$ cat src/hw/sample_settings.svh
`ifndef SAMPLE_SETTINGS_SVH
`define SAMPLE_SETTINGS_SVH

// Instruments in one load
`define SAMPLE_INSTRUMENT_COUNT 4

// 74.25 MHz pixel clock at 115200 baud
`define SAMPLE_UART_CLKS_PER_BIT 644

// 16-bit samples per memory word
`define SAMPLE_WORD_SAMPLES 8

// Sample store depth in words
`define SAMPLE_STORE_WORDS 64

`endif

$ cat src/hw/sample_pkg.sv
`default_nettype none

`include "sample_settings.svh"

package sample_pkg;

    localparam int SAMPLE_BITS  = 16;
    localparam int COUNT_BITS   = 24;
    localparam int WORD_BITS    = `SAMPLE_WORD_SAMPLES * SAMPLE_BITS;
    localparam int LANE_W       = $clog2(`SAMPLE_WORD_SAMPLES);
    localparam int STORE_ADDR_W = $clog2(`SAMPLE_STORE_WORDS);
    localparam int INSTR_SEL_W  = $clog2(`SAMPLE_INSTRUMENT_COUNT);

    // One sample from the loader
    typedef struct packed {
        logic                   valid;
        logic [SAMPLE_BITS-1:0] data;
        logic                   last;
    } sample_beat_t;

    // Word offset where the next instrument starts
    typedef struct packed {
        logic                  valid;
        logic [COUNT_BITS-1:0] word;
    } offset_note_t;

    typedef struct packed {
        logic                    valid;
        logic [STORE_ADDR_W-1:0] addr;
        logic [WORD_BITS-1:0]    data;
    } store_write_t;

    typedef enum logic [1:0] {
        UART_IDLE,
        UART_START,
        UART_DATA,
        UART_STOP
    } uart_state_e;

    typedef enum logic [1:0] {
        LOAD_SIZE,
        LOAD_DATA,
        LOAD_DONE
    } loader_phase_e;

endpackage

`default_nettype wire

$ cat src/hw/uart_receive.sv
`timescale 1ns/100ps
`default_nettype none

module uart_receive #(
    parameter int CLKS_PER_BIT = 644
) (
    input  wire        clk_pixel,
    input  wire        rst_pixel,
    input  wire        din,
    output logic       byte_valid,
    output logic [7:0] byte_data
);

    import sample_pkg::*;

    localparam int CNT_W = $clog2(CLKS_PER_BIT);
    localparam logic [CNT_W-1:0] LAST_CLK = CNT_W'(CLKS_PER_BIT - 1);
    localparam logic [CNT_W-1:0] HALF_CLK = CNT_W'((CLKS_PER_BIT - 1) / 2);

    uart_state_e      state;
    logic [1:0]       din_sync;
    logic [CNT_W-1:0] clk_count;
    logic [2:0]       bit_idx;

    // Two-flop synchroniser on the async line
    always_ff @(posedge clk_pixel) begin
        if (rst_pixel) begin
            din_sync <= 2'b11;
        end else begin
            din_sync <= {din_sync[0], din};
        end
    end

    always_ff @(posedge clk_pixel) begin
        if (rst_pixel) begin
            state      <= UART_IDLE;
            clk_count  <= '0;
            bit_idx    <= '0;
            byte_valid <= 1'b0;
        end else begin
            byte_valid <= 1'b0;
            case (state)
                UART_IDLE: begin
                    clk_count <= '0;
                    bit_idx   <= '0;
                    if (!din_sync[1]) begin
                        state <= UART_START;
                    end
                end
                UART_START: begin
                    // Recheck at mid start bit to reject glitches
                    if (clk_count == HALF_CLK) begin
                        clk_count <= '0;
                        state     <= din_sync[1] ? UART_IDLE : UART_DATA;
                    end else begin
                        clk_count <= clk_count + 1'b1;
                    end
                end
                UART_DATA: begin
                    if (clk_count == LAST_CLK) begin
                        clk_count <= '0;
                        byte_data <= {din_sync[1], byte_data[7:1]};
                        bit_idx   <= bit_idx + 1'b1;
                        if (bit_idx == 3'd7) begin
                            state <= UART_STOP;
                        end
                    end else begin
                        clk_count <= clk_count + 1'b1;
                    end
                end
                default: begin
                    // Byte goes out mid stop bit, framing not checked
                    if (clk_count == LAST_CLK) begin
                        clk_count  <= '0;
                        byte_valid <= 1'b1;
                        state      <= UART_IDLE;
                    end else begin
                        clk_count <= clk_count + 1'b1;
                    end
                end
            endcase
        end
    end

    a_single_strobe: assert property (
        @(posedge clk_pixel) disable iff (rst_pixel)
        byte_valid |=> !byte_valid
    );

endmodule

`default_nettype wire

$ cat config.mk
export PLATFORM = sky130hd
export DESIGN_NAME = uart_receive
export DESIGN_NICKNAME = d
export VERILOG_FILES = /design/src/hw/sample_pkg.sv /design/src/hw/uart_receive.sv
export VERILOG_INCLUDE_DIRS = /design/src /design/src/hw
export SDC_FILE = /design/constraint.sdc
export NUM_CORES = 1
export LEC_CHECK = 0
export ABC_AREA = 1
export ABC_CLOCK_PERIOD_IN_PS = 4980
export BUFFER_PORTS_ARGS = -buffer_cell sky130_fd_sc_hd__buf_4
export CORE_MARGIN = 5
export CORE_UTILIZATION = 60
export CTS_CLUSTER_DIAMETER = 120
export DETAILED_ROUTE_END_ITERATION = 8
export PLACE_DENSITY = 0.92
export SLEW_MARGIN = 20
export SYNTH_ARGS = -nofsm -noshare
export SYNTH_HDL_FRONTEND = slang
export SYNTH_SLANG_ARGS = --single-unit
$ cat constraint.sdc
create_clock -name clk_pixel -period 4.98 [get_ports clk_pixel]
set_clock_uncertainty 0.05 [all_clocks]
set_input_delay 0.498 -clock clk_pixel [delete_from_list [all_inputs] [get_ports clk_pixel]]
set_output_delay 0.498 -clock clk_pixel [all_outputs]
set_load 0.05 [all_outputs]
==> results.ini <==
[status]
status = finished clean

[logic_synthesis]
synth_area_um2 = 1121
synthDistinctLibCells = 21
syn_nets = 126
synth_area_per_cell_um2 = 9.421
yosys_warnings = 0
synth-xor-area-share_pct = 3.125
synth-seq-area-share_pct = 53.57
synth_top_family_by_area = simple AND/OR/NAND/NOR gates
muxShareOfSynthArea_pct = 0
yosys_register_bits = 26
synthSimpleGateAreaFrac_pct = 31.70
synthAdderAreaFrac_pct = 4.464
syn_inst = 119
synth_compound_area_share_pct = 2.790

[worst_setup_path]
reg2reg_to = byte_data[7]
critPathArrivalTime_ps = 1780
reg2reg_from = clk_count[0]
reg2regPathDepth = 5
ff2ff_setup_slack_ps = 3110
worstSetupPathType = flop to flop
cp_max_fo = 10
crit_path_end_kind = flop
cp-start-kind = flop
cp.required_ps = 4890

[drt]
drt_iter0_markers = 23
vias = 836
drt_first_pass_iters = 5
drc = 0
drt-total-wl_mm = 2.001
viasPerCell = 5.258
ant_nets = 0
wl_per_cell_um = 12.58

[power_and_ir_drop]
power_mw = 0.3410
p_leak_nw = 0.4961
power-per-cell-area_nw_per_um2 = 270.4
ir_drop_mv = 0.1783

[final_layout]
fin_area_um2 = 1261
seqCellArea_um2 = 600.6
diodes = 0
area_growth_pct = 12.50
num-nets-final = 142
fill_cells = 127
drive_gt1_share_pct = 20.90
multi_input_area_um2 = 471.7
final_common_cell = nand2_1
most-common-layout-cells = nand2_1, nor2_1, dfxtp_1

[flow_run]
maxCapViolations = 0

[floorplanning]
core_area_um2 = 1745
ios = 12
start_util_pct = 64.23
die_h_um = 53.23
die_area_um2 = 2833
die_x_um = 53.23
placement_rows = 15

[clock_network]
h-tree-depth = 1
path_clk_slew_ps = 120
ctsHoldBuffers = 0
clk_latency_ps = 310
tritoncts.num_buffers = 3
postCtsSetupBuffers = 0
clock_tree.root_cell = clkbuf_4
cts.repair.resized = 0
clk_path_buf_depth = 2
cts.sinks = 26
cts_tree = built

[hold_path]
hp-start = din
hold_path_end = din_sync[0]
whs_path_depth = 2
hp-class = input pin to flop

[timing]
tightest_slew_ps = 691.9
layout_worst_path_cycle_share_pct = 37.65
period_minus_slack_ps = 1875
fmax_ghz = 0.5334
finalSetupTns_ps = 0
hold_violations = 0
rsz0062_at_grt = false
hold_ws_ps = 318.3
slew_headroom_pct = 53.62
finalSetupViolations = 0
drv_slew = 0

[grt]
grt_pass1_vias = 803
grt_max_degree = 15
antenna_found_initial = 0
grt_pass1_wl_mm = 3.429
grt_usage_pct = 17.24
overflow = 0

[placed_design]
gp_congestion = 0.7811
hpwl_mm = 1.509
port-buffer-count = 11
postPlaceCellArea_um2 = 1235

==> cells in the mapped netlist <==
| library cell | n | area, um2 |
|---|---|---|
| a21oi_1 | 3 | 15.01 |
| a31oi_1 | 1 | 6.260 |
| and2_4 | 1 | 8.760 |
| dfxtp_1 | 18 | 360.4 |
| edfxtp_1 | 8 | 240.2 |
| ha_1 | 4 | 50.05 |
| inv_1 | 12 | 45.04 |
| inv_2 | 1 | 3.750 |
| nand2_1 | 21 | 78.83 |
| nand2_4 | 4 | 45.04 |
| nand3_1 | 10 | 50.05 |
| nand4_1 | 1 | 6.260 |
| nor2_1 | 20 | 75.07 |
| nor2_2 | 1 | 6.260 |
| nor3_2 | 2 | 20.02 |
| nor3b_2 | 2 | 25.02 |
| nor4_1 | 1 | 6.260 |
| nor4_4 | 1 | 21.27 |
| o21ai_0 | 2 | 10.01 |
| or2_2 | 2 | 12.51 |
| xor2_1 | 4 | 35.03 |
==> cells by family after synthesis <==
| logic type | count (synthesis) |
|---|---|
| DFF | 26 |
| buffers and inverters | 13 |
| AOI/OAI and AO/OA | 6 |
| xor gates and xnor gates | 4 |
| adders and majority gates | 4 |
| and+or+nand+nor | 66 |
==> where the power goes <==
part / total, mW / internal, mW / switching, mW / leakage (nW)
clock network: 0.0878 / 0.0313 / 0.0565 / 0.0150
registers: 0.225 / 0.221 / 0.00407 / 0.217
logic: 0.0285 / 0.00968 / 0.0188 / 0.264
==> worst max path at each step <==
stage	start	endpoint	slack [ps]
floorplan	clk_count[0]	byte_data[0]	3300
global placement	clk_count[0]	byte_data[4]	3180
detailed placement	clk_count[0]	byte_data[4]	3110
CTS	clk_count[0]	byte_data[0]	3100
global route	state[1]	byte_data[7]	2950
finish	clk_count[0]	byte_data[7]	3110
==> layout make-up <==
class	instances	area share [%]
Sequential cell	26	47.62
Multi-Input combinational cell	80	37.40
Timing Repair Buffer	11	6.548
Inverter	13	3.869
Tap cell	25	2.480
Clock buffer	4	2.083
==> state kept, by name, summed over array words and instances, names as in the netlist <==
signal and count:
clk_count 10, byte_data 8, bit_idx 3, din_sync 2, state 2, byte_valid 1
==> metal layers <==
metal	vias to the layer above	track usage (%)	part of all wire (%)
met3	6	6.197	5.4
met2	28	30.82	51
met4	0	4.255	1.5
met1	385	19.08	42
li1	417	-	-
met5	-	0	0
==> metrics by stage <==
stage	std cells	setup slack, ps	utilization (%)
2_1_floorplan	119	3296	-
3_3_place_gp	155	3184	70.75
3_5_place_dp	155	3105	70.75
4_1_cts	159	3095	72.26
5_1_grt	159	2946	72.26
6_report	159	3105	72.26
==> worst max-delay path, cell delays in order (launching register included) <==
cell and delay (ps):
dfxtp_1 400, ha_1 220, nand2_1 90, nor2_2 150, nand2_4 80, nor3_2 530
Note: power is estimated with default switching activity, not from simulation.
