<file path="src/hw/sample_settings.svh">
`ifndef SAMPLE_SETTINGS_SVH
`define SAMPLE_SETTINGS_SVH

// Instruments in one load
`define SAMPLE_INSTRUMENT_COUNT 4

// 74.25 MHz pixel clock at 115200 baud
`define SAMPLE_UART_CLKS_PER_BIT 644

// 16-bit samples per memory word
`define SAMPLE_WORD_SAMPLES 8

// Sample store depth in words
`define SAMPLE_STORE_WORDS 64

`endif

</file>
<file path="src/hw/sample_pkg.sv">
`default_nettype none

`include "sample_settings.svh"

package sample_pkg;

    localparam int SAMPLE_BITS  = 16;
    localparam int COUNT_BITS   = 24;
    localparam int WORD_BITS    = `SAMPLE_WORD_SAMPLES * SAMPLE_BITS;
    localparam int LANE_W       = $clog2(`SAMPLE_WORD_SAMPLES);
    localparam int STORE_ADDR_W = $clog2(`SAMPLE_STORE_WORDS);
    localparam int INSTR_SEL_W  = $clog2(`SAMPLE_INSTRUMENT_COUNT);

    // One sample from the loader
    typedef struct packed {
        logic                   valid;
        logic [SAMPLE_BITS-1:0] data;
        logic                   last;
    } sample_beat_t;

    // Word offset where the next instrument starts
    typedef struct packed {
        logic                  valid;
        logic [COUNT_BITS-1:0] word;
    } offset_note_t;

    typedef struct packed {
        logic                    valid;
        logic [STORE_ADDR_W-1:0] addr;
        logic [WORD_BITS-1:0]    data;
    } store_write_t;

    typedef enum logic [1:0] {
        UART_IDLE,
        UART_START,
        UART_DATA,
        UART_STOP
    } uart_state_e;

    typedef enum logic [1:0] {
        LOAD_SIZE,
        LOAD_DATA,
        LOAD_DONE
    } loader_phase_e;

endpackage

`default_nettype wire

</file>
<file path="src/hw/sample_loader.sv">
`timescale 1ns/100ps
`default_nettype none

`include "sample_settings.svh"

module sample_loader (
    input  wire                     clk_pixel,
    input  wire                     rst_pixel,
    input  wire                     byte_valid,
    input  wire  [7:0]              byte_data,
    output sample_pkg::sample_beat_t beat,
    output sample_pkg::offset_note_t note
);

    import sample_pkg::*;

    localparam logic [INSTR_SEL_W-1:0] LAST_INSTR =
        INSTR_SEL_W'(`SAMPLE_INSTRUMENT_COUNT - 1);

    loader_phase_e          phase;
    logic [1:0]             size_byte;
    logic [COUNT_BITS-1:0]  sample_size;
    logic                   high_byte;
    logic [7:0]             low_byte;
    logic [COUNT_BITS-1:0]  sample_count;
    logic [COUNT_BITS-1:0]  total_count;
    logic [INSTR_SEL_W-1:0] instr_count;

    always_ff @(posedge clk_pixel) begin
        if (rst_pixel) begin
            phase        <= LOAD_SIZE;
            size_byte    <= '0;
            high_byte    <= 1'b0;
            sample_count <= '0;
            total_count  <= '0;
            instr_count  <= '0;
            beat.valid   <= 1'b0;
            beat.last    <= 1'b0;
            note.valid   <= 1'b0;
        end else begin
            beat.valid <= 1'b0;
            beat.last  <= 1'b0;
            note.valid <= 1'b0;
            if (byte_valid) begin
                case (phase)
                    LOAD_SIZE: begin
                        // Count arrives LSB first
                        sample_size  <= {byte_data, sample_size[COUNT_BITS-1:8]};
                        high_byte    <= 1'b0;
                        sample_count <= '0;
                        if (size_byte == 2'd2) begin
                            size_byte <= '0;
                            phase     <= LOAD_DATA;
                        end else begin
                            size_byte <= size_byte + 2'd1;
                        end
                    end
                    LOAD_DATA: begin
                        high_byte <= ~high_byte;
                        if (!high_byte) begin
                            low_byte <= byte_data;
                        end else begin
                            beat.valid   <= 1'b1;
                            beat.data    <= {byte_data, low_byte};
                            sample_count <= sample_count + 1'b1;
                            total_count  <= total_count + 1'b1;
                            if (sample_count == sample_size - 1'b1) begin
                                // Next instrument starts in the word holding this total
                                note.valid <= 1'b1;
                                note.word  <= (total_count + 1'b1) >> LANE_W;
                                if (instr_count == LAST_INSTR) begin
                                    beat.last <= 1'b1;
                                    phase     <= LOAD_DONE;
                                end else begin
                                    instr_count <= instr_count + 1'b1;
                                    phase       <= LOAD_SIZE;
                                end
                            end
                        end
                    end
                    default: begin
                        // Bytes after the final instrument are dropped
                        phase <= LOAD_DONE;
                    end
                endcase
            end
        end
    end

    // The final sample always closes an instrument
    a_last_with_note: assert property (
        @(posedge clk_pixel) disable iff (rst_pixel)
        beat.last |-> beat.valid && note.valid
    );

endmodule

`default_nettype wire

</file>
<file path="config.mk">
export PLATFORM = sky130hd
export DESIGN_NAME = sample_loader
export DESIGN_NICKNAME = d
export VERILOG_FILES = /design/src/hw/sample_pkg.sv /design/src/hw/sample_loader.sv
export VERILOG_INCLUDE_DIRS = /design/src /design/src/hw
export SDC_FILE = /design/constraint.sdc
export NUM_CORES = 1
export LEC_CHECK = 0
export BUFFER_PORTS_ARGS = -buffer_cell sky130_fd_sc_hd__buf_2
export CAP_MARGIN = 30
export CORE_AREA = 2 2 98 124
export CTS_BUF_LIST = sky130_fd_sc_hd__clkbuf_4
export DETAILED_ROUTE_END_ITERATION = 8
export DIE_AREA = 0 0 100 126
export PLACE_DENSITY = 0.7
export SETUP_SLACK_MARGIN = 0.02
export SLEW_MARGIN = 20
export SYNTH_ARGS = -nofsm -noshare
export SYNTH_HDL_FRONTEND = slang
export SYNTH_SLANG_ARGS = --single-unit
</file>
<file path="constraint.sdc">
create_clock -name clk_pixel -period 3.7 [get_ports clk_pixel]
set_input_delay 0.37 -clock clk_pixel [delete_from_list [all_inputs] [get_ports clk_pixel]]
set_output_delay 0.37 -clock clk_pixel [all_outputs]
set_load 0.05 [all_outputs]
</file>
==> run_results.csv <==
group,metric,value,unit
route,drc,0,
route,num_vias,4080,
global_route,grt_max_degree,42,
timing,final_hold_viol_count,0,
global_route,grt_pass1_wl,19100,um
finish,mostFrequentLayoutCell,"edfxtp_1",
route,routed_wire_length_per_instance,15.3,um
setup_path,critical_path_required,3930,ps
timing,tightest_slew,767,ps
clock_network,cts_buffers,17,
yosys,synth.distinct_cells,59,
outcome,status,"finished clean",
timing,setup_tns,0,ps
timing,skew,20.2,ps
clock_network,clk_path_buf_depth,2,
global_route,antenna_found_initial,0,
setup_path,critPathCapture,"note[4]$_DFFE_PP_",
global_route,overflow,0,
timing,rsz0062_at_grt,"false",
clock_network,cts_hold_buf,0,
worst_hold_path,min_path_type,"in2reg",
die,rows,44,
job,maxCapViolCount,0,
timing,fin_crit,3510,ps
route,first_pass_iters,5,
timing,fin_crit_sh,0.948,
yosys,ys_seq_area_frac,0.552,
clock_network,insertion_delay,520,ps
timing,hold_ws,37.4,ps
setup_path,crit_path_max_fanout,21,
die,ios,54,
setup_path,critPathCaptureType,"flop",
yosys,async_flop_share,0,
setup_path,r2r_end,"note[4]$_DFFE_PP_",
setup_path,rr_worst_depth,10,
place,portBuffers,50,
clock_network,htree_levels,4,
power_and_ir_drop,power_density,441,nW/um^2
clock_network,cts_resized,0,
die,core,11500,um^2
yosys,synthCells,534,
power_and_ir_drop,internal_power,2.13,mW
clock_network,clock_sinks,127,
yosys,yosys_warnings,0,
setup_path,r2r_start,"sample_size[0]$_DFFE_PP_",
yosys,synth-edff-count,69,
global_route,grt_pass1_vias,4103,
power_and_ir_drop,seq_power_share,0.557,
power_and_ir_drop,peakVddDrop,330,uV
die,dieArea,12600,um^2
yosys,ys.flop_type,"edfxtp_1",
power_and_ir_drop,p_sw_frac,0.270,
finish,mostFrequentLayoutCells,"69 x edfxtp_1, 66 x nor2_1, 58 x dfxtp_1",
clock_network,cts_root_buf,"clkbuf_4",
power_and_ir_drop,total_leakage_power,2.26,nW
clock_network,clk_transition_reported_paths,130,ps
timing,max_slew_margin,0.486,
route,vias_per_cell,5.48,
clock_network,cts_tree,"done",
global_route,grt_use_total,0.193,
die,chipHeight,126,um
power_and_ir_drop,power.share.clock,0.360,
setup_path,arrival,3740,ps
power_and_ir_drop,combPwrFrac,0.084,
finish,area_growth_syn_to_layout,12.8,%
yosys,syn_area,5860,um^2
power_and_ir_drop,netSwitchingPower,785,uW
die,initial_core_util,0.512,
finish,fillerInstances,984,
yosys,syn-mean-instance-area,11.0,um^2
finish,drive_above_1_share,0.181,
timing,max_freq,0.285,GHz
finish,finalNetCount,609,
finish,antennaDiodeCount,0,
setup_path,ff2ff_setup_slack,190,ps
setup_path,cp-start-kind,"flop",
place,gp_congestion,0.857,
yosys,synth-seq-cells,127,
power_and_ir_drop,p_total,2.91,mW
timing,finalSetupViolCount,0,
place,dpl.hpwl,8180,um
route,ant_nets,0,
clock_network,post-cts-setup-buffer-count,0,
die,die_w,100,um
route,drtIter0Drc,222,
timing,final-max-slew-violation-count,0,
setup_path,critPathKind,"reg2reg",
route,wl,11400,um
setup_path,startpoint,"sample_size[0]$_DFFE_PP_",
## Yosys cell counts (3+ instances only)
library cell / n / area (um^2)
a21oi_1: 12 / 60.1
and3_1: 10 / 62.6
and4_1: 5 / 43.8
buf_4: 3 / 22.5
clkbuf_1: 15 / 56.3
dfxtp_1: 58 / 1160
edfxtp_1: 69 / 2070
ha_1: 4 / 50.1
inv_1: 8 / 30.0
mux2i_1: 4 / 40.0
nand2_1: 44 / 165
nand2b_1: 8 / 50.1
nand3_1: 21 / 105
nand4_1: 12 / 75.1
nand4b_1: 5 / 43.8
nor2_1: 66 / 248
nor2b_1: 4 / 25.0
nor3_1: 13 / 65.1
nor3_2: 3 / 30.0
nor4_1: 4 / 25.0
o21ai_0: 14 / 70.1
or3_1: 12 / 75.1
or4_1: 5 / 37.5
xnor2_1: 50 / 438
xor2_1: 40 / 350
## cell families (layout without fill, tap and decap cells)
| family | Yosys count | in the layout | share of synthesized area |
|---|---|---|---|
| DFF | 127 | 127 | 0.552 |
| xor gates and xnor gates | 91 | 91 | 0.138 |
| muxes | 7 | 7 | 0.0126 |
| and+or+nand+nor | 232 | 232 | 0.217 |
| adders and majority gates | 4 | 4 | 0.00854 |
| other | 1 | 3 | 0.000640 |
| buffers and inverters | 26 | 97 | 0.0186 |
| AOI/OAI and AO/OA | 46 | 46 | 0.0527 |
## power by group through the flow
stage	Clock, mW	Sequential, mW	Combinational [mW]
finish	1.05	1.62	0.243
global route	1.13	1.63	0.266
CTS	1.07	1.62	0.242
detailed placement	0	1.65	0.241
global placement	0	1.65	0.234
floorplan	0	1.63	0.189
## sequential cells by signal, summed over array words and instances (netlist names)
signal and cells:
sample_count 24, phase 2, sample_size 24, size_byte 2, instr_count 2, total_count 24, low_byte 8, beat 18
high_byte 1, note 22
## worst max-delay path: stages (launching register included)
cell,delay (ps)
edfxtp_1,470
inv_1,110
ha_1,290
nor3b_4,320
nand4b_1,170
xnor2_1,200
nor4bb_2,360
or4b_4,500
nor4b_2,340
and3_1,260
buf_12,180
## how the worst min path moves through the flow
stage,start,endpoint,slack (ps),cells after the start
after floorplan,low_byte[0]$_DFFE_PP_,beat[1]$_DFFE_PP_,400,0
after global placement,low_byte[6]$_DFFE_PP_,beat[7]$_DFFE_PP_,400,0
after detailed placement,low_byte[0]$_DFFE_PP_,beat[1]$_DFFE_PP_,410,0
after CTS,byte_data[4],low_byte[4]$_DFFE_PP_,2,1
after global routing,byte_data[5],beat[14]$_DFFE_PP_,1,1
final,byte_data[4],low_byte[4]$_DFFE_PP_,40,1
## metrics by stage
step | instance area [um^2] | cells | setup slack, ps | util
5_1_grt | 6610 | 745 | 28.9 | 0.577
4_1_cts | 6600 | 745 | 189 | 0.576
3_5_place_dp | 6280 | 713 | 240 | 0.549
3_3_place_gp | 6280 | 713 | 427 | 0.549
2_1_floorplan | 5870 | 536 | 341 | -
6_report | 6610 | 745 | 193 | 0.577
## metal layers
metal,routed length (um),share of wire,up-vias,global-route usage
li1,-,-,2024,-
met1,4720,0.41,1933,0.215
met2,5860,0.51,94,0.341
met3,435,0.038,29,0.0466
met4,417,0.036,0,0.0959
met5,0,0,-,0
## layout make-up
cell class	count	area, um^2	area share
clock buffers	18	135	0.0204
clock inverters	14	183	0.0276
inverters	8	30.0	0.00454
multi-input cells	383	2540	0.385
flip-flops and latches	127	3230	0.489
well taps	138	173	0.0261
repair buffers	57	315	0.0477
Note: power is estimated with default switching activity, not from simulation.
