**config.mk**
```make
export PLATFORM = sky130hd
export DESIGN_NAME = sample_packer
export DESIGN_NICKNAME = d
export VERILOG_FILES = /design/src/hw/sample_pkg.sv /design/src/hw/sample_packer.sv
export VERILOG_INCLUDE_DIRS = /design/src /design/src/hw
export SDC_FILE = /design/constraint.sdc
export NUM_CORES = 1
export LEC_CHECK = 0
export ABC_AREA = 1
export BUFFER_PORTS_ARGS = -buffer_cell sky130_fd_sc_hd__buf_2
export CORE_ASPECT_RATIO = 1.2
export CORE_MARGIN = 5
export CORE_UTILIZATION = 30
export CTS_BUF_LIST = sky130_fd_sc_hd__clkbuf_4 sky130_fd_sc_hd__clkbuf_8
export DETAILED_ROUTE_END_ITERATION = 7
export PLACE_DENSITY_LB_ADDON = 0.25
export SYNTH_ARGS = -nofsm -noshare
export SYNTH_HDL_FRONTEND = slang
export SYNTH_SLANG_ARGS = --single-unit
```
**constraint.sdc**
```tcl
create_clock -name clk_pixel -period 8.85 [get_ports clk_pixel]
set_input_delay 0 -clock clk_pixel [delete_from_list [all_inputs] [get_ports clk_pixel]]
set_output_delay 0 -clock clk_pixel [all_outputs]
set_load 0.01 [all_outputs]
```
**src/hw/sample_settings.svh**
```systemverilog
`ifndef SAMPLE_SETTINGS_SVH
`define SAMPLE_SETTINGS_SVH

// Instruments in one load
`define SAMPLE_INSTRUMENT_COUNT 4

// 74.25 MHz pixel clock at 115200 baud
`define SAMPLE_UART_CLKS_PER_BIT 644

// 16-bit samples per memory word
`define SAMPLE_WORD_SAMPLES 8

// Sample store depth in words
`define SAMPLE_STORE_WORDS 64

`endif

```
**src/hw/sample_pkg.sv**
```systemverilog
`default_nettype none

`include "sample_settings.svh"

package sample_pkg;

    localparam int SAMPLE_BITS  = 16;
    localparam int COUNT_BITS   = 24;
    localparam int WORD_BITS    = `SAMPLE_WORD_SAMPLES * SAMPLE_BITS;
    localparam int LANE_W       = $clog2(`SAMPLE_WORD_SAMPLES);
    localparam int STORE_ADDR_W = $clog2(`SAMPLE_STORE_WORDS);
    localparam int INSTR_SEL_W  = $clog2(`SAMPLE_INSTRUMENT_COUNT);

    // One sample from the loader
    typedef struct packed {
        logic                   valid;
        logic [SAMPLE_BITS-1:0] data;
        logic                   last;
    } sample_beat_t;

    // Word offset where the next instrument starts
    typedef struct packed {
        logic                  valid;
        logic [COUNT_BITS-1:0] word;
    } offset_note_t;

    typedef struct packed {
        logic                    valid;
        logic [STORE_ADDR_W-1:0] addr;
        logic [WORD_BITS-1:0]    data;
    } store_write_t;

    typedef enum logic [1:0] {
        UART_IDLE,
        UART_START,
        UART_DATA,
        UART_STOP
    } uart_state_e;

    typedef enum logic [1:0] {
        LOAD_SIZE,
        LOAD_DATA,
        LOAD_DONE
    } loader_phase_e;

endpackage

`default_nettype wire

```
**src/hw/sample_packer.sv**
```systemverilog
`timescale 1ns/100ps
`default_nettype none

`include "sample_settings.svh"

module sample_packer (
    input  wire                      clk_pixel,
    input  wire                      rst_pixel,
    input  wire  sample_pkg::sample_beat_t beat,
    output sample_pkg::store_write_t wr,
    output logic                     load_done
);

    import sample_pkg::*;

    localparam logic [LANE_W-1:0] LAST_LANE = LANE_W'(`SAMPLE_WORD_SAMPLES - 1);

    logic [LANE_W-1:0]     lane;
    logic [STORE_ADDR_W:0] word_count;
    logic [WORD_BITS-1:0]  acc;
    logic [WORD_BITS-1:0]  acc_next;
    logic                  word_done;
    logic                  flush_pending;

    // Sample 0 sits in the lowest lane
    always_comb begin
        acc_next  = acc | (WORD_BITS'(beat.data) << (lane * SAMPLE_BITS));
        word_done = beat.valid && (lane == LAST_LANE || beat.last);
    end

    always_ff @(posedge clk_pixel) begin
        if (rst_pixel) begin
            lane          <= '0;
            word_count    <= '0;
            acc           <= '0;
            wr.valid      <= 1'b0;
            flush_pending <= 1'b0;
            load_done     <= 1'b0;
        end else begin
            wr.valid      <= 1'b0;
            flush_pending <= beat.valid && beat.last;
            if (flush_pending) begin
                load_done <= 1'b1;
            end
            if (beat.valid) begin
                lane <= lane + 1'b1;
                if (word_done) begin
                    // Cleared lanes pad a partial final word with zeros
                    wr.valid   <= 1'b1;
                    wr.addr    <= word_count[STORE_ADDR_W-1:0];
                    wr.data    <= acc_next;
                    acc        <= '0;
                    word_count <= word_count + 1'b1;
                end else begin
                    acc <= acc_next;
                end
            end
        end
    end

    a_store_room: assert property (
        @(posedge clk_pixel) disable iff (rst_pixel)
        beat.valid |-> word_count < `SAMPLE_STORE_WORDS
    );

    a_quiet_after_done: assert property (
        @(posedge clk_pixel) disable iff (rst_pixel)
        load_done |-> !beat.valid
    );

endmodule

`default_nettype wire

```
==> out/metrics.yaml, run 1 <==
status:
  status: "finished clean"
power_and_ir_drop:
  p_sw_mw: 0.682
  p_total_mw: 2.81
  p_int_mw: 2.13
  swShare_pct: 24.3
  comb_power_share_pct: 7.7
  max-vdd-ir-drop_mv: 0.0763
  p_clk_share_pct: 43.3
  seqPwrFrac_pct: 49.0
  power.leakage_nw: 5.81
  power.density_nw_per_um2: 217
logic_synthesis:
  yosysWarnings: 0
  async_flop_share_pct: 0
  ys_ff_latch: 274
  synth_seq_area_share_pct: 63.7
  yosys.area.top_type: "edfxtp_1"
  netlist_instances: 1089
  synth_top_area_share_pct: 37.6
  synth_cell_types: 22
  netlist_area_um2: 10700
  synth_top_flop_cell: "dfxtp_1"
  synth_area_leaders: "edfxtp_1 38%, dfxtp_1 26%, nor2_1 6.1%"
  synth_edf_count: 134
  synth_nets: 1112
  post_synth.cell_area_avg_um2: 9.84
setup_path:
  cp_top_family: "buffers and inverters"
  cp_max_fo: 70
  crit_top_cell: "ha_1"
  start_kind: "register"
  endpoint_kind: "register"
  crit_type: "register to register"
  worstPathCellList: "ha_1, ha_1, nand2_1, nand2_4, inv_2, nor2_4, buf_4"
  required_ps: 9020
  critPathBufInv: 2
  arrival_ps: 3140
  cpMaxStageDelayCell: "buf_4"
  max_stage_delay_ps: 820
final_layout:
  drive_gt1_share_pct: 19.7
  fin_util_pct: 36.9
  fillCellCount: 3617
  layout_commonest_cell: "nor2_1"
  postLayoutCellArea_um2: 12900
  layout.cells.non_filler: 1748
  num-nets-final: 1272
  regArea_um2: 6830
  diodes: 0
  final_cell_mix: "172 x nor2_1, 154 x buf_2, 153 x inv_1, 139 x dfxtp_1, 134 x edfxtp_1"
  multiInputGateArea_um2: 2920
  syn_to_final_growth_pct: 20.9
detailed_routing:
  drc: 0
  wire_per_inst_um: 17.2
  via_count: 8120
  totalWireLength_um: 30000
  dr.pass1.iters: 5
  vias_per_cell: 4.65
  antenna_left: 0
  drt_iter0_markers: 716
timing:
  setup_tns_ps: 0
  drv_slew: 0
  tightest_slew_ps: 1240
  period_needed_ps: 2970
  finalSetupViolations: 0
  clock_skew_ps: 26.1
  max-slew-margin-rel_pct: 17.1
  rsz0062_at_grt: "no"
  hold_viol_final: 0
  post-route-period-util_pct: 33.6
  max_freq_mhz: 336
place:
  dpl.cell_count: 1646
  placed_cell_area_um2: 11800
  io_buffer_count: 155
  place_congestion: 0.712
  dp_hpwl_um: 18200
worst_hold_path:
  hold_path_class: "input port to register"
global_routing:
  grt_max_degree: 106
  grt_overflow: 0
  grt_antenna_before_repair: 0
  grt_pass1_wl_um: 45700
  grt.total_usage_pct: 14.7
  grt_pass1_vias: 7973
clock_tree:
  cts-buffers-inserted: 45
  htree_levels: 2
  clockBufferDepth: 3
  cts_root_buffer: "clkbuf_8"
  cts.sinks: 274
  cts-resized-gates: 0
  cts.clk_slew.worst_paths_ps: 70
  insertion_delay_ps: 560
  cts_tree: "yes"
floorplanning:
  die_w_um: 182
  die_height_um: 217
  dieArea_um2: 39600
  start_util_pct: 30.5
  num_rows: 75
  pin_count: 156
  core_area_um2: 35100
flow_run:
  maxCapViolations: 0
-- power groups by stage --
stage               Sequential [mW]  Clock [mW]  Combinational, mW
global placement               1.41           0              0.210
floorplan                      1.42           0              0.125
CTS                            1.38        1.25              0.219
global route                   1.38        1.31              0.240
finish                         1.38        1.22              0.215
detailed placement             1.40           0              0.211
-- layer usage --
| metal | part of all wire, % | GRT usage [%] |
|---|---|---|
| met1 | 43 | 18.9 |
| met2 | 49 | 24.7 |
| met3 | 5.7 | 2.79 |
| met4 | 2.7 | 5.03 |
| met5 | 0 | 0 |
-- repair_timing --
action                                  4_1_cts  5_1_grt
setup buffers                                 0        0
hold endpoints to repair                    129        0
hold buffers                                 18        0
endpoints found under the setup margin        0        0
-- state kept, by name, summed over array words and instances, names as in the netlist --
name and flops:
acc 128, flush_pending 1, lane 3, load_done 1
word_count 6, wr 135
-- cells by family after synthesis --
family | after synthesis | synth area share, %
simple gates | 351 | 13.6
flops | 274 | 63.7
compound gates | 234 | 13.2
buf+inv | 227 | 9.16
fa+ha+maj | 3 | 0.350
-- metrics by stage --
| step | setup WS [ps] | hold WS (ps) |
|---|---|---|
| final | 5880 | 69.4 |
| after global routing | 5640 | 60.8 |
| after global placement | 5840 | 317 |
| after CTS | 5810 | 3.69 |
| after detailed placement | 5820 | 324 |
| after floorplan | 1650 | 72.4 |
-- cell usage after synthesis (all sizes together) (3+ instances only) --
library cell,instances
nand3,68
nand2,76
o21ai,100
o211ai,32
inv,155
ha,3
o21bai,64
nor3,32
clkbuf,22
buf,48
dfxtp,140
nor2,173
edfxtp,134
a21oi,37
-- worst register-to-register path, stage by stage (launching register included) --
cell	delay [ps]
dfxtp_1	330
ha_1	150
ha_1	130
nand2_1	80
nand2_4	120
inv_2	250
nor2_4	610
buf_4	830
-- worst paths after layout --
check        slack (ps)       endpoint  startpoint  cells after the start
max                5880          wr[8]     lane[1]                      7
min                  70  flush_pending    beat[17]                      3
max reg2reg        5880          wr[8]     lane[1]                      7
min reg2reg         470      load_done   load_done                      2
-- layout make-up --
type | instances | share of cell area [%]
clock buffer | 69 | 6.56
clock inverter | 15 | 1.17
inverter | 157 | 4.56
multi-input combinational | 588 | 22.5
sequential | 274 | 52.7
tap | 462 | 4.46
timing repair buffer | 183 | 7.98
(Power assumes the default switching activity.)
==> run 2: changes to the inputs <==
--- a/config.mk
+++ b/config.mk
@@ -6,7 +6,7 @@
 export SDC_FILE = /design/constraint.sdc
 export NUM_CORES = 1
 export LEC_CHECK = 0
-export ABC_AREA = 1
+export ABC_AREA = 0
 export BUFFER_PORTS_ARGS = -buffer_cell sky130_fd_sc_hd__buf_2
 export CORE_ASPECT_RATIO = 1.2
 export CORE_MARGIN = 5
==> constraint.sdc (replaced) <==
create_clock -name clk_pixel -period 3.1 [get_ports clk_pixel]
set_input_delay 0 -clock clk_pixel [delete_from_list [all_inputs] [get_ports clk_pixel]]
set_output_delay 0 -clock clk_pixel [all_outputs]
set_load 0.01 [all_outputs]
==> run 2 against run 1 <==
Compared with the run above:
- core utilization is 0.58 points higher
- clock skew down 8.7 ps
- area after synthesis is 9.9% lower
- clock power rose to 2.8 times the previous value
- sequential share of layout area up 4.3 points
- synthesized cell count decreased by 27%
- critical path type unchanged
==> out/metrics.yaml, run 2 <==
logic_synthesis:
  ys_ff_latch: 274
  async_flop_share_pct: 0
  yosysMostFrequentCell: "dfxtp_1"
  synth_top_flop_cell: "dfxtp_1"
  netlist_area_um2: 9650
  synth_edf_count: 134
  yosysWarnings: 0
  synth_top_area_share_pct: 41.7
  yosys.area.top_type: "edfxtp_1"
  post_synth.cell_area_avg_um2: 12.1
  synth_common_cells: "140 x dfxtp_1, 139 x nor2_1, 134 x edfxtp_1"
  synth_area_leaders: "edfxtp_1 42%, dfxtp_1 29%, a21o_1 10%"
  synth_cell_types: 26
  netlist_instances: 797
  synth_nets: 820
  synth_seq_area_share_pct: 70.7
clock_tree:
  cts_tree: "yes"
  cts-resized-gates: 0
  cts.clk_slew.worst_paths_ps: 60
  cts_root_buffer: "clkbuf_8"
  htree_levels: 2
  cts.sinks: 274
  cts-buffers-inserted: 43
  insertion_delay_ps: 550
  clockBufferDepth: 3
setup_path:
  max_stage_delay_ps: 670
  worstPathCellList: "ha_4, ha_4, o21ai_4, nor2_4, buf_4"
  startpoint: "lane[0]"
  crit_top_cell: "ha_4"
  cp_top_family: "flip-flops"
  crit_type: "register to register"
  cp_max_fo: 54
  cpMaxStageDelayCell: "dfxtp_1"
  critPathBufInv: 1
  r2r-start: "lane[0]"
  arrival_ps: 2480
  reg2reg_slack_ps: 780
  required_ps: 3260
  endpoint_kind: "register"
  start_kind: "register"
status:
  status: "finished clean"
detailed_routing:
  wire_per_inst_um: 17.0
  drt_iter0_markers: 457
  antenna_left: 0
  via_count: 6326
  totalWireLength_um: 23600
  vias_per_cell: 4.55
  drc: 0
  dr.pass1.iters: 4
flow_run:
  maxCapViolations: 0
global_routing:
  grt_antenna_before_repair: 0
  grt_max_degree: 81
  grt_pass1_wl_um: 36300
  grt_overflow: 0
  grt_pass1_vias: 6286
  grt.total_usage_pct: 12.9
floorplanning:
  die_height_um: 206
  pin_count: 156
  num_rows: 72
  core_area_um2: 32000
  dieArea_um2: 35900
  die_w_um: 174
  start_util_pct: 30.2
final_layout:
  fillCellCount: 3087
  diodes: 0
  final_cell_mix: "155 x buf_2, 138 x nor2_1, 138 x dfxtp_1, 134 x edfxtp_1, 131 x a21oi_1"
  postLayoutCellArea_um2: 12000
  drive_gt1_share_pct: 26.1
  largest_reg_flops: 135
  largestRegisters: "wr x135, acc x128, word_count x6"
  syn_to_final_growth_pct: 24.2
  top_register: "wr"
  layout_commonest_cell: "buf_2"
  num-nets-final: 971
timing:
  drv_slew: 0
  max-slew-margin-rel_pct: 51.2
  clock_skew_ps: 17.4
  setup_tns_ps: 0
  finalSetupViolations: 0
  hold_viol_final: 0
  rsz0062_at_grt: "no"
  max_freq_mhz: 432
  period_needed_ps: 2320
  holdWs_ps: 44.8
  tightest_slew_ps: 733
  post-route-period-util_pct: 74.7
place:
  dp_hpwl_um: 14500
  place_congestion: 0.709
  placed_cell_area_um2: 10800
  io_buffer_count: 155
power_and_ir_drop:
  power.density_nw_per_um2: 651
  max-vdd-ir-drop_mv: 0.225
  power.leakage_nw: 5.48
worst_hold_path:
  hp-start: "beat[17]"
  hold_path_class: "input port to register"
==> run 2: cell types whose count changed after synthesis, moves of 67 or more <==
cell,previous run,this run
nand3_1,68,1
inv_1,154,0
a21oi_1,37,131
nand2_1,74,2
o21ai_0,100,3
a21o_1,0,128
==> run 2: layer usage <==
metal  track usage, %  part of all wire (%)  vias up
li1                 -                     -     3095
met1             17.0                    45     3032
met2             21.1                    47      161
met4             4.30                   2.2        0
met5                0                     0        -
met3             3.06                   5.4       38
==> run 2: layout make-up <==
class                      instances  area [um^2]  share of cell area (%)
clock buffer                      71          877                    7.32
timing repair buffer             184         1080                    9.02
sequential                       274         6830                    57.0
tap                              407          509                    4.25
clock inverter                     8          113                   0.940
multi-input combinational        445         2570                    21.5
==> run 2: stage by stage <==
stage	utilization, %	setup slack [ps]	power [mW]	instances
floorplan	-	-60.9	4.28	797
global placement	33.8	834	4.45	1290
detailed placement	33.8	792	4.45	1290
CTS	37.5	763	7.93	1389
global route	37.5	661	8.15	1389
finish	37.5	783	7.80	1389
==> run 2: kinds of logic after synthesis <==
logic type	share of synthesized area [%]
compound gates	17.2
xor+xnor	0.272
fa+ha+maj	0.389
buf+inv	3.40
flops	70.7
mux	0.311
simple gates	7.73
==> run 2: worst min-delay path: stages <==
cell	delay, ps
buf_2	280
mux2i_1	180
nor2_1	70
==> run 2: timing repair <==
action	CTS	global route
hold buffers	20	0
endpoints found under the hold margin	140	0
setup buffers	0	0
==> run 2: final timing paths <==
check | endpoint | depth (start not counted)
worst max-delay path | wr[117] | 5
worst min-delay path | lane[1] | 3
worst max register to register | wr[117] | 5
worst min register to register | load_done | 2
==> run 2: where the power goes <==
part	switching, mW	internal (mW)	leakage [nW]
clock network	1.37	2.03	0.526
registers	0.0460	3.89	2.37
logic	0.293	0.163	2.58
